`config.mk`:
```
export PLATFORM = sky130hd
export DESIGN_NAME = pipe_ctrl
export DESIGN_NICKNAME = d
export VERILOG_FILES = /design/src/source/ctrl_operand_pkg.sv /design/src/source/ctrl_pc_pkg.sv /design/src/source/operand_match_if.sv /design/src/source/ctrl_fsm.sv /design/src/source/fwd_ctrl.sv /design/src/source/pipe_ctrl.sv /design/src/source/stall_ctrl.sv
export VERILOG_INCLUDE_DIRS = /design/src /design/src/include
export SDC_FILE = /design/constraint.sdc
export NUM_CORES = 1
export LEC_CHECK = 0
export ABC_AREA = 1
export BUFFER_PORTS_ARGS = -buffer_cell sky130_fd_sc_hd__buf_2
export CAP_MARGIN = 20
export CORE_MARGIN = 1.5
export CORE_UTILIZATION = 38
export CTS_BUF_LIST = sky130_fd_sc_hd__clkbuf_4 sky130_fd_sc_hd__clkbuf_8
export CTS_CLUSTER_DIAMETER = 100
export CTS_CLUSTER_SIZE = 12
export DETAILED_ROUTE_END_ITERATION = 6
export PLACE_DENSITY_LB_ADDON = 0.15
export RECOVER_POWER = 100
export SKIP_CTS_REPAIR_TIMING = 1
export SYNTH_ARGS = -nofsm -noshare
export SYNTH_HDL_FRONTEND = slang
export SYNTH_SLANG_ARGS = --single-unit
```
`constraint.sdc`:
```
create_clock -name clk -period 1.4 [get_ports clk]
set_input_delay 0.07 -clock clk [delete_from_list [all_inputs] [get_ports clk]]
set_output_delay 0.07 -clock clk [all_outputs]
set_load 0.02 [all_outputs]
```
`src/include/pipe_ctrl_config.svh`:
```
`ifndef PIPE_CTRL_CONFIG_SVH
`define PIPE_CTRL_CONFIG_SVH

////////////////////////////////////////////////////////////
// controller widths
////////////////////////////////////////////////////////////

// pc source select towards the fetch stage
`define CTRL_PC_MUX_W 3

// jump kind coming out of the decoder
`define CTRL_JUMP_W 2

// forwarding mux select per operand
`define CTRL_FW_SEL_W 2

// register operands read in ID: a, b and c
`define CTRL_NUM_OPERANDS 3

`endif

```
`src/source/ctrl_operand_pkg.sv`:
```
`include "pipe_ctrl_config.svh"

package ctrl_operand_pkg;

  // one bit per source operand
  // bit 0 is a, bit 1 is b, bit 2 is c
  // a set bit means the destination register equals that source
  typedef logic [`CTRL_NUM_OPERANDS-1:0] operand_mask_t;

  ////////////////////////////////////////////////////////////
  // forwarding mux selects
  ////////////////////////////////////////////////////////////

  typedef logic [`CTRL_FW_SEL_W-1:0] fw_sel_t;

  // plain register file read
  localparam fw_sel_t SEL_REGFILE = 2'b00;
  // result from the EX stage (alu or multiplier)
  localparam fw_sel_t SEL_FW_EX   = 2'b01;
  // result being written back in WB
  localparam fw_sel_t SEL_FW_WB   = 2'b10;

endpackage

```
`src/source/ctrl_pc_pkg.sv`:
```
`include "pipe_ctrl_config.svh"

package ctrl_pc_pkg;

  ////////////////////////////////////////////////////////////
  // pc redirect sources
  ////////////////////////////////////////////////////////////

  typedef logic [`CTRL_PC_MUX_W-1:0] pc_mux_t;

  // boot address, also the idle value of the select
  localparam pc_mux_t PC_BOOT      = 3'b000;
  localparam pc_mux_t PC_JUMP      = 3'b010;
  localparam pc_mux_t PC_BRANCH    = 3'b011;
  localparam pc_mux_t PC_EXCEPTION = 3'b100;
  // return from exception handler
  localparam pc_mux_t PC_ERET      = 3'b101;

  ////////////////////////////////////////////////////////////
  // jump kinds from the decoder
  ////////////////////////////////////////////////////////////

  typedef logic [`CTRL_JUMP_W-1:0] jump_kind_t;

  localparam jump_kind_t BRANCH_NONE = 2'b00;
  localparam jump_kind_t BRANCH_JAL  = 2'b01;
  localparam jump_kind_t BRANCH_JALR = 2'b10;
  // conditional branch, resolved in EX
  localparam jump_kind_t BRANCH_COND = 2'b11;

endpackage

```
`src/source/operand_match_if.sv`:
```
`timescale 1ns/1ps

interface operand_match_if;

  import ctrl_operand_pkg::*;

  // destination vs source register matches, per pipeline stage
  operand_mask_t ex_match;
  operand_mask_t wb_match;
  operand_mask_t alu_match;

  // write enables belonging to the matches above
  logic          we_ex;
  logic          we_wb;
  logic          alu_we;

  // driven from the top level input ports
  modport src   (output ex_match, wb_match, alu_match, we_ex, we_wb, alu_we);

  // hazard detection looks at all three stages
  modport stall (input ex_match, wb_match, alu_match, we_ex, we_wb, alu_we);

  // forwarding only from WB and the alu path
  modport fwd   (input wb_match, alu_match, we_wb, alu_we);

endinterface

```
`src/source/ctrl_fsm.sv`:
```
`timescale 1ns/1ps

module ctrl_fsm
(
  input  logic                    clk,
  input  logic                    rst_n,
  input  logic                    fetch_enable_i,
  input  logic                    instr_valid_i,
  input  logic                    id_ready_i,
  input  logic                    ex_valid_i,
  input  logic                    wb_valid_i,
  input  logic                    eret_insn_i,
  input  logic                    pipe_flush_i,
  input  ctrl_pc_pkg::jump_kind_t jump_in_dec_i,
  input  logic                    branch_taken_ex_i,
  input  logic                    exc_req_i,
  input  logic                    jr_stall_i,
  output logic                    core_busy_o,
  output logic                    is_decoding_o,
  output logic                    instr_req_o,
  output logic                    pc_set_o,
  output ctrl_pc_pkg::pc_mux_t    pc_mux_o,
  output logic                    exc_ack_o,
  output logic                    exc_save_id_o,
  output logic                    exc_restore_id_o,
  output logic                    halt_if_o,
  output logic                    halt_id_o
);

  import ctrl_pc_pkg::*;

  typedef enum logic [2:0] {
    RESET,
    BOOT_SET,
    SLEEP,
    FIRST_FETCH,
    DECODE,
    FLUSH_EX,
    FLUSH_WB
  } ctrl_state_t;

  ctrl_state_t state_q;
  ctrl_state_t state_d;
  logic        jump_done_d;
  logic        jump_done_q;
  logic        uncond_jump;

  // jal and jalr know their target in ID already
  assign uncond_jump = (jump_in_dec_i == BRANCH_JAL) || (jump_in_dec_i == BRANCH_JALR);

  ////////////////////////////////////////////////////////////
  // next state and outputs
  ////////////////////////////////////////////////////////////

  always_comb
  begin
    state_d          = state_q;
    jump_done_d      = jump_done_q;
    instr_req_o      = 1'b1;
    core_busy_o      = 1'b1;
    is_decoding_o    = 1'b0;
    pc_set_o         = 1'b0;
    pc_mux_o         = PC_BOOT;
    exc_ack_o        = 1'b0;
    exc_save_id_o    = 1'b0;
    exc_restore_id_o = 1'b0;
    halt_if_o        = 1'b0;
    halt_id_o        = 1'b0;

    case (state_q)
      // idle until fetching is allowed
      RESET:
      begin
        instr_req_o = 1'b0;
        core_busy_o = 1'b0;
        if (fetch_enable_i)
          state_d = BOOT_SET;
      end

      // load boot address into the fetch stage
      BOOT_SET:
      begin
        pc_set_o = 1'b1;
        pc_mux_o = PC_BOOT;
        state_d  = FIRST_FETCH;
      end

      // woken by fetch enable or a pending exception
      SLEEP:
      begin
        instr_req_o = 1'b0;
        core_busy_o = 1'b0;
        if (fetch_enable_i || exc_req_i)
          state_d = FIRST_FETCH;
      end

      // wait for the first instruction to reach ID
      FIRST_FETCH:
      begin
        if (id_ready_i)
          state_d = DECODE;
        if (exc_req_i)
        begin
          pc_set_o      = 1'b1;
          pc_mux_o      = PC_EXCEPTION;
          exc_ack_o     = 1'b1;
          exc_save_id_o = 1'b1;
        end
      end

      DECODE:
      begin
        // a taken branch in EX kills the instruction in ID
        if (instr_valid_i && !branch_taken_ex_i)
        begin
          is_decoding_o = 1'b1;

          if (uncond_jump)
          begin
            pc_mux_o = PC_JUMP;
            // hold the redirect while the jalr operand is in flight
            if (!jr_stall_i && !jump_done_q)
            begin
              pc_set_o    = 1'b1;
              jump_done_d = 1'b1;
            end
          end
          else if (exc_req_i)
          begin
            pc_set_o      = 1'b1;
            pc_mux_o      = PC_EXCEPTION;
            exc_ack_o     = 1'b1;
            // keep the faulting instruction out of EX
            halt_id_o     = 1'b1;
            exc_save_id_o = 1'b1;
          end

          if (eret_insn_i)
          begin
            pc_mux_o         = PC_ERET;
            exc_restore_id_o = 1'b1;
            if (!jump_done_q)
            begin
              pc_set_o    = 1'b1;
              jump_done_d = 1'b1;
            end
          end

          // wfi style flush, or eret back into sleep
          if (pipe_flush_i || (eret_insn_i && !fetch_enable_i))
          begin
            halt_if_o = 1'b1;
            halt_id_o = 1'b1;
            state_d   = FLUSH_EX;
          end
        end

        if (branch_taken_ex_i)
        begin
          pc_set_o      = 1'b1;
          pc_mux_o      = PC_BRANCH;
          is_decoding_o = 1'b0;
        end
      end

      // drain EX
      FLUSH_EX:
      begin
        halt_if_o = 1'b1;
        if (ex_valid_i)
          state_d = FLUSH_WB;
      end

      // drain WB, then sleep or resume
      FLUSH_WB:
      begin
        halt_if_o = 1'b1;
        if (!fetch_enable_i)
        begin
          if (wb_valid_i)
            state_d = SLEEP;
        end
        else
        begin
          halt_if_o = 1'b0;
          if (id_ready_i)
            state_d = DECODE;
        end
      end

      default:
      begin
        instr_req_o = 1'b0;
        state_d     = RESET;
      end
    endcase
  end

  always_ff @(posedge clk, negedge rst_n)
  begin
    if (!rst_n)
    begin
      state_q     <= RESET;
      jump_done_q <= 1'b0;
    end
    else
    begin
      state_q     <= state_d;
      // cleared once ID takes the next instruction
      jump_done_q <= jump_done_d & ~id_ready_i;
    end
  end

endmodule

```
`src/source/fwd_ctrl.sv`:
```
`timescale 1ns/1ps

`include "pipe_ctrl_config.svh"

module fwd_ctrl
(
  input  logic                      data_misaligned_i,
  input  logic                      mult_multicycle_i,
  operand_match_if.fwd              match,
  output ctrl_operand_pkg::fw_sel_t operand_a_fw_sel_o,
  output ctrl_operand_pkg::fw_sel_t operand_b_fw_sel_o,
  output ctrl_operand_pkg::fw_sel_t operand_c_fw_sel_o
);

  import ctrl_operand_pkg::*;

  // mask bit positions
  localparam int unsigned OP_A = 0;
  localparam int unsigned OP_B = 1;
  localparam int unsigned OP_C = 2;

  fw_sel_t fw_sel [`CTRL_NUM_OPERANDS];

  always_comb
  begin
    for (int i = 0; i < `CTRL_NUM_OPERANDS; i++)
    begin
      fw_sel[i] = SEL_REGFILE;
      // WB result first, so EX below can override it
      if (match.we_wb && match.wb_match[i])
        fw_sel[i] = SEL_FW_WB;
      // the youngest value wins
      if (match.alu_we && match.alu_match[i])
        fw_sel[i] = SEL_FW_EX;
    end

    // second half of a misaligned access
    // a takes the incremented address from EX
    if (data_misaligned_i)
    begin
      fw_sel[OP_A] = SEL_FW_EX;
      fw_sel[OP_B] = SEL_REGFILE;
    end
    else if (mult_multicycle_i)
    begin
      // multiplier keeps its partial result on c
      fw_sel[OP_C] = SEL_FW_EX;
    end
  end

  assign operand_a_fw_sel_o = fw_sel[OP_A];
  assign operand_b_fw_sel_o = fw_sel[OP_B];
  assign operand_c_fw_sel_o = fw_sel[OP_C];

endmodule

```
`src/source/pipe_ctrl.sv`:
```
`timescale 1ns/1ps

module pipe_ctrl
(
  input  logic                         clk,
  input  logic                         rst_n,

  // handshakes and run control
  input  logic                         fetch_enable_i,
  input  logic                         instr_valid_i,
  input  logic                         id_ready_i,
  input  logic                         ex_valid_i,
  input  logic                         wb_valid_i,

  // decoder
  input  logic                         illegal_insn_i,
  input  logic                         eret_insn_i,
  input  logic                         pipe_flush_i,
  input  ctrl_pc_pkg::jump_kind_t      jump_in_dec_i,
  // jump kind of the instruction in ID
  input  ctrl_pc_pkg::jump_kind_t      jump_in_id_i,
  input  logic                         branch_taken_ex_i,
  input  logic                         exc_req_i,

  // lsu and multiplier
  input  logic                         data_req_ex_i,
  input  logic                         data_misaligned_i,
  input  logic                         mult_multicycle_i,

  // register match detection
  input  ctrl_operand_pkg::operand_mask_t reg_ex_match_i,
  input  ctrl_operand_pkg::operand_mask_t reg_wb_match_i,
  input  ctrl_operand_pkg::operand_mask_t reg_alu_match_i,
  input  logic                         regfile_we_ex_i,
  input  logic                         regfile_we_wb_i,
  input  logic                         regfile_alu_we_i,

  output logic                         core_busy_o,
  output logic                         is_decoding_o,
  output logic                         instr_req_o,
  output logic                         pc_set_o,
  output ctrl_pc_pkg::pc_mux_t         pc_mux_o,
  output logic                         exc_ack_o,
  output logic                         exc_save_id_o,
  output logic                         exc_restore_id_o,
  output logic                         halt_if_o,
  output logic                         halt_id_o,
  output logic                         deassert_we_o,
  output logic                         load_stall_o,
  output logic                         jr_stall_o,
  output ctrl_operand_pkg::fw_sel_t    operand_a_fw_sel_o,
  output ctrl_operand_pkg::fw_sel_t    operand_b_fw_sel_o,
  output ctrl_operand_pkg::fw_sel_t    operand_c_fw_sel_o
);

  ////////////////////////////////////////////////////////////
  // match bundle for hazard and forwarding logic
  ////////////////////////////////////////////////////////////

  operand_match_if match_if ();

  assign match_if.ex_match  = reg_ex_match_i;
  assign match_if.wb_match  = reg_wb_match_i;
  assign match_if.alu_match = reg_alu_match_i;
  assign match_if.we_ex     = regfile_we_ex_i;
  assign match_if.we_wb     = regfile_we_wb_i;
  assign match_if.alu_we    = regfile_alu_we_i;

  // run state and pc redirect
  ctrl_fsm i_ctrl_fsm (
    .clk               (clk),
    .rst_n             (rst_n),
    .fetch_enable_i    (fetch_enable_i),
    .instr_valid_i     (instr_valid_i),
    .id_ready_i        (id_ready_i),
    .ex_valid_i        (ex_valid_i),
    .wb_valid_i        (wb_valid_i),
    .eret_insn_i       (eret_insn_i),
    .pipe_flush_i      (pipe_flush_i),
    .jump_in_dec_i     (jump_in_dec_i),
    .branch_taken_ex_i (branch_taken_ex_i),
    .exc_req_i         (exc_req_i),
    .jr_stall_i        (jr_stall_o),
    .core_busy_o       (core_busy_o),
    .is_decoding_o     (is_decoding_o),
    .instr_req_o       (instr_req_o),
    .pc_set_o          (pc_set_o),
    .pc_mux_o          (pc_mux_o),
    .exc_ack_o         (exc_ack_o),
    .exc_save_id_o     (exc_save_id_o),
    .exc_restore_id_o  (exc_restore_id_o),
    .halt_if_o         (halt_if_o),
    .halt_id_o         (halt_id_o)
  );

  // jr_stall goes back to the fsm, is_decoding comes from it
  stall_ctrl i_stall_ctrl (
    .data_req_ex_i  (data_req_ex_i),
    .illegal_insn_i (illegal_insn_i),
    .is_decoding_i  (is_decoding_o),
    .jump_in_dec_i  (jump_in_dec_i),
    .match          (match_if.stall),
    .load_stall_o   (load_stall_o),
    .jr_stall_o     (jr_stall_o),
    .deassert_we_o  (deassert_we_o)
  );

  fwd_ctrl i_fwd_ctrl (
    .data_misaligned_i  (data_misaligned_i),
    .mult_multicycle_i  (mult_multicycle_i),
    .match              (match_if.fwd),
    .operand_a_fw_sel_o (operand_a_fw_sel_o),
    .operand_b_fw_sel_o (operand_b_fw_sel_o),
    .operand_c_fw_sel_o (operand_c_fw_sel_o)
  );

endmodule

```
`src/source/stall_ctrl.sv`:
```
`timescale 1ns/1ps

module stall_ctrl
(
  input  logic                    data_req_ex_i,
  input  logic                    illegal_insn_i,
  input  logic                    is_decoding_i,
  input  ctrl_pc_pkg::jump_kind_t jump_in_dec_i,
  operand_match_if.stall          match,
  output logic                    load_stall_o,
  output logic                    jr_stall_o,
  output logic                    deassert_we_o
);

  import ctrl_pc_pkg::*;

  logic jalr_in_dec;
  logic a_pending;

  ////////////////////////////////////////////////////////////
  // hazard detection
  ////////////////////////////////////////////////////////////

  // load in EX writes a register that ID wants to read
  assign load_stall_o = data_req_ex_i & match.we_ex & (|match.ex_match);

  assign jalr_in_dec = (jump_in_dec_i == BRANCH_JALR);

  // operand a (bit 0) still has a write in flight somewhere
  // jalr needs it for the target address, so no forwarding here
  assign a_pending = (match.we_wb  & match.wb_match[0])
                   | (match.we_ex  & match.ex_match[0])
                   | (match.alu_we & match.alu_match[0]);

  // independent of the fsm state on purpose
  // outside DECODE the write enable is dropped anyway
  assign jr_stall_o = jalr_in_dec & a_pending;

  ////////////////////////////////////////////////////////////
  // write enable for the instruction leaving ID
  ////////////////////////////////////////////////////////////

  // no valid decode, illegal opcode, or any stall
  assign deassert_we_o = ~is_decoding_i
                       | illegal_insn_i
                       | load_stall_o
                       | jr_stall_o;

endmodule
```
; ---- Word-level counts from Yosys, hierarchy flattened
; Index checks and enable logic that the tools add are counted.
[totals]
reg_bits = 4
out_inout_bits = 21
word_cells = 107
inputBits = 31
[classes]
mux = 56
reduce_logical = 21
n_eq_ne = 14
n_bitwise = 14
[ops]
columns = op, n
row1 = $mux 3, 13
row2 = $mux 1, 29
row3 = $pmux 3 s7, 1
row4 = $mux 2, 8
row5 = $eq 3x3->1 const B, 3
row6 = $logic_and 1x1->1, 9
row7 = $and 1x1->1, 7
row8 = $eq 3x2->1 const B, 2
row9 = $ne 2x1->1 const B, 3
row10 = $pmux 1 s3, 2
row11 = $pmux 3 s2, 1
row12 = $reduce_and 6->1, 1
row13 = $or 1x1->1, 5
row14 = $reduce_or 5->1, 1
row15 = $logic_not 1->1, 4
row16 = $mux 4, 1
row17 = $ne 2x2->1 const B, 2
row18 = $eq 3x1->1 const B, 1
row19 = $logic_not 3->1, 1
row20 = $logic_or 1x1->1, 3
row21 = $ne 3x3->1 const B, 1
row22 = $reduce_or 3->1, 1
row23 = $eq 2x1->1 const B, 1
row24 = $eq 2x2->1 const B, 1
row25 = other kinds (3), 4

; ---- Longest topological paths before layout
[logic_depth]
word_depth = 13
mapped_depth = 9
mapped_depth_nobuf = 9

; ---- By module
; Synthesis repeated with hierarchy kept, for this count alone.
[unflattened]
cells_unflattened = 125
area_unflattened_um2 = 740.7
[by_module_without_submodules]
columns = mod, n_inst, cells_each, seq_area_each_um2, area_per_inst_um2
row1 = ctrl_fsm, 1, 91, 100.1, 569.3
row2 = stall_ctrl, 1, 19, 0.0, 107.6
row3 = fwd_ctrl, 1, 15, 0.0, 63.8

; ---- Worst setup path before layout
; Ideal clock, no wire load.
[synth_path]
kind = reg2out
start = register i_ctrl_fsm.state_q[1]
end = output pc_mux_o[2]
slack_ps = 8
n_path_buf = 1
t_arrival_ps = 1322
required_time_ps = 1330
stages_incl_launch_ff = 10
path_cell_list = dfrtp_1 -> buf_4 -> inv_4 -> nand3_4 -> inv_2 -> nand2_2 -> inv_2 -> nand3_2 -> nand2_2 -> or2_1
[synth_via]
elab_chain_cells = 2
elab_cells_between_ends = 3
cone_classes = 2 x eq/ne / 1 x mux
[synth_lines]
columns = element, line_no
row1 = from (decl), ctrl_fsm.sv:42  ; ctrl_state_t state_q;
row2 = from (signal assigned), ctrl_fsm.sv:208  ; state_q <= state_d;
row3 = $eq 3x3->1 or $eq 3x2->1 (tied branches), ctrl_fsm.sv:70  ; case (state_q)
row4 = $pmux 3 s2 (*), ctrl_fsm.sv:70
row5 = to (decl), pipe_ctrl.sv:42  ; output ctrl_pc_pkg::pc_mux_t pc_mux_o,
; Every way passes the cells marked *; elsewhere a longest branch is shown, timed or not.

; ---- Worst setup path after layout
; Ends and elaborated chain as after synthesis.

==> metrics <==
FF+latch count, synth=4; Slew HR=72.26%; DRT iter0 DRCs=17; H-Tree Depth=1; Via density=4.940; Post-Route WL=1938 um; share of layout cells above drive strength 1=44.58%; Setup TNS Final=-0.3230 ns; Synth warnings=0; top_reg_cell synth=dfrtp_1; Die W=42.59 um; Mapped Area=595.6 um^2; CTS Buffer Depth=2; Max Clock Freq=~0.64 GHz; Slew @ Worst Pin=0.4109 ns; capturing point of the worst reg2reg path=i_ctrl_fsm.state_q[2]; leakage=0.6070 nW; DR pass1 iterations=4; # clock sinks=4; met2 usage=34.15%; Hold Crit Class=input pin to register; grt met1 use=23.75%; share of flip-flops with an asynchronous set or reset=100.0%; hold depth=2; Syn Inst Count=104; largest net degree at the start of global routing=10; Commonest cells post-synth=nand2_1, inv_1, nor2_1, nand3_1, a21oi_1; count of final setup violators=4; CTS tree=yes; Synth area leader=nand2_1; Post-synth EDFFs=0; final worst-path cycle share=110.8%; PortBufs=49; Worst setup EP type=output port; worst-path cell chain=buf_4 > buf_4 > nand3_1 > nand2_2 > or2_1 > buf_6; number of diodes=0; worst path arrival time=1.48 ns; ANT nets after route=0; VDD IR max=1.082 mV; P&R area growth vs syn=72.27%; Worst-path clk slew=0.04 ns; R2R depth=8; leading post-synthesis cells by cell area=nand2_1, dfrtp_1, inv_1; CP peak stage delay=0.42 ns; WL/cell=10.65 um; antenna violations before repair=0; GRT overflow=0; post-synthesis sequential area ratio=16.81%; HPWL Detailed=roughly 1500 um; post-synth top area share=slightly above 20%; max-cap violations=0; GRT Max-Usage Layer=met2; core region area=0.001489 mm^2; final hold violation count=0; FF-to-FF Start=i_ctrl_fsm.state_q[1]; die height=42.59 um; die footprint=0.001814 mm^2; Via Count=899; Rows=14; Skew-Pair Late Insertion Delay=0.24 ns; most frequent cell after synthesis=nand2_1; Final GP Congestion=0.8207; crit path max-delay cell type=dfrtp_2; Synth Net Count=~140; GRT Util Overall=a little under a fifth; Yosys cell types=24; Fin Clk Skew=0.004069 ns; Crit Path Max Fanout=3; critical path launch point type=register; Root Buffer=clkbuf_4; CP required=1.33 ns; syn_area_per_cell=about 5.7 um^2; most used cell, CP=buf_4; worst hold endpoint=i_ctrl_fsm.jump_done_q; met3 GRT Util=2.586%; final slew viol count=0; placed cell count=170; first-pass GRT wire length=between 2000 and 3000 um; status=finished, violations left; residual DRC count=0; fin cells=182; HP Start=id_ready_i; TritonCTS buffer count=3; # IOs=52; number of global-route vias before repair=just under 700; fin worst setup slack=-0.1516 ns; P per Cell Area=1535 mW/mm^2; Reg2Reg Setup Slack=0.09 ns; crit path buf inv count=3; Top delay family on crit path=buffers and inverters; failing checks=setup timing; initial core utilization=40.00%; WS Path Type=register to output port; Net count, final=200; RSZ-0062 raised after global routing=yes; Tmin final=1.552 ns
-- layout make-up --
type	instances	area, um^2
sequential	4	102.6
fill	145	462.9
timing repair buffer	62	372.9
multi-input combinational	79	437.9
inverter	18	70.07
clock buffer	3	22.52
tap	16	20.02
-- through the flow --
step	power, mW	util [%]	hold slack [ns]	instance area [um^2]	setup WS (ns)
floorplan	0.8482	-	-0.2256	595.6	0.008498
global placement	1.109	58.32	-0.1231	868.3	0.04843
detailed placement	1.124	58.32	-0.1216	868.3	0.01736
CTS	1.272	59.83	-0.3689	890.9	-0.2113
global route	1.687	68.91	0.02496	1026	-0.2000
finish	1.574	68.91	0.02437	1026	-0.1516
-- placed cells by master, fill, tap and decap left out --
master and instances:
buf_2 34, buf_4 14, inv_4 1, a21oi_1 6, or2_1 2, nand3_1 9, ha_1 1, clkbuf_1 9
nor3_4 1, o21ai_1 1, o22ai_1 1, nand3b_1 1, dlygate4sd3_1 1, nand3_2 2, nor3_2 1, a21boi_4 1
nand4_1 1, o311ai_0 2, nor2_4 1, buf_12 1, nor2_1 9, nand3_4 1, nor2_2 3, dfrtp_2 2
dfrtp_1 2, clkbuf_4 3, a22o_1 1, inv_1 13, nand2_2 2, inv_2 4, buf_6 3, nand2_1 32
o21bai_1 1
-- routing by layer --
layer	share of wire, %	vias up
met3	7.1	2
li1	-	459
met1	41	390
met4	0.72	0
met2	51	48
met5	0	-
-- report_power, final --
part,switching (mW),total [mW],internal (mW)
sequential,0.0533,0.220,0.166
clock,0.0490,0.145,0.0960
combinational,0.657,1.21,0.553
total,0.759,1.57,0.815
-- kinds of logic after synthesis --
kind of cell               count (synthesis)  share of synthesized area, %
buffers and inverters                     21                         15.55
DFF                                        4                         16.81
AOI/OAI and AO/OA                         13                         13.87
and+or+nand+nor                           65                         51.68
adders and majority gates                  1                         2.101
-- worst max-delay path by stage --
stage,start,to,slack (ns),cells past startpoint
final,i_ctrl_fsm.state_q[1],pc_mux_o[2],-0.15,6
after global routing,i_ctrl_fsm.state_q[1],pc_mux_o[2],-0.20,9
after CTS,i_ctrl_fsm.state_q[2],pc_mux_o[2],-0.21,8
after detailed placement,i_ctrl_fsm.state_q[2],i_ctrl_fsm.state_q[2],0.02,8
after global placement,i_ctrl_fsm.state_q[2],pc_mux_o[2],0.05,8
after floorplan,i_ctrl_fsm.state_q[1],pc_mux_o[2],0.008,9
-- flip-flops by register name, summed over array words and instances (netlist names) --
| name | flops |
|---|---|
| i_ctrl_fsm.state_q | 3 |
| i_ctrl_fsm.jump_done_q | 1 |
-- worst register-to-register path, stage by stage, from the launching register on --
cell	delay, ns
dfrtp_2	0.42
inv_4	0.09
buf_12	0.10
nand3_1	0.08
or2_1	0.25
nand2_1	0.08
nor3_2	0.05
nand2_1	0.07
nand2_1	0.05
(Power assumes the default switching activity.)
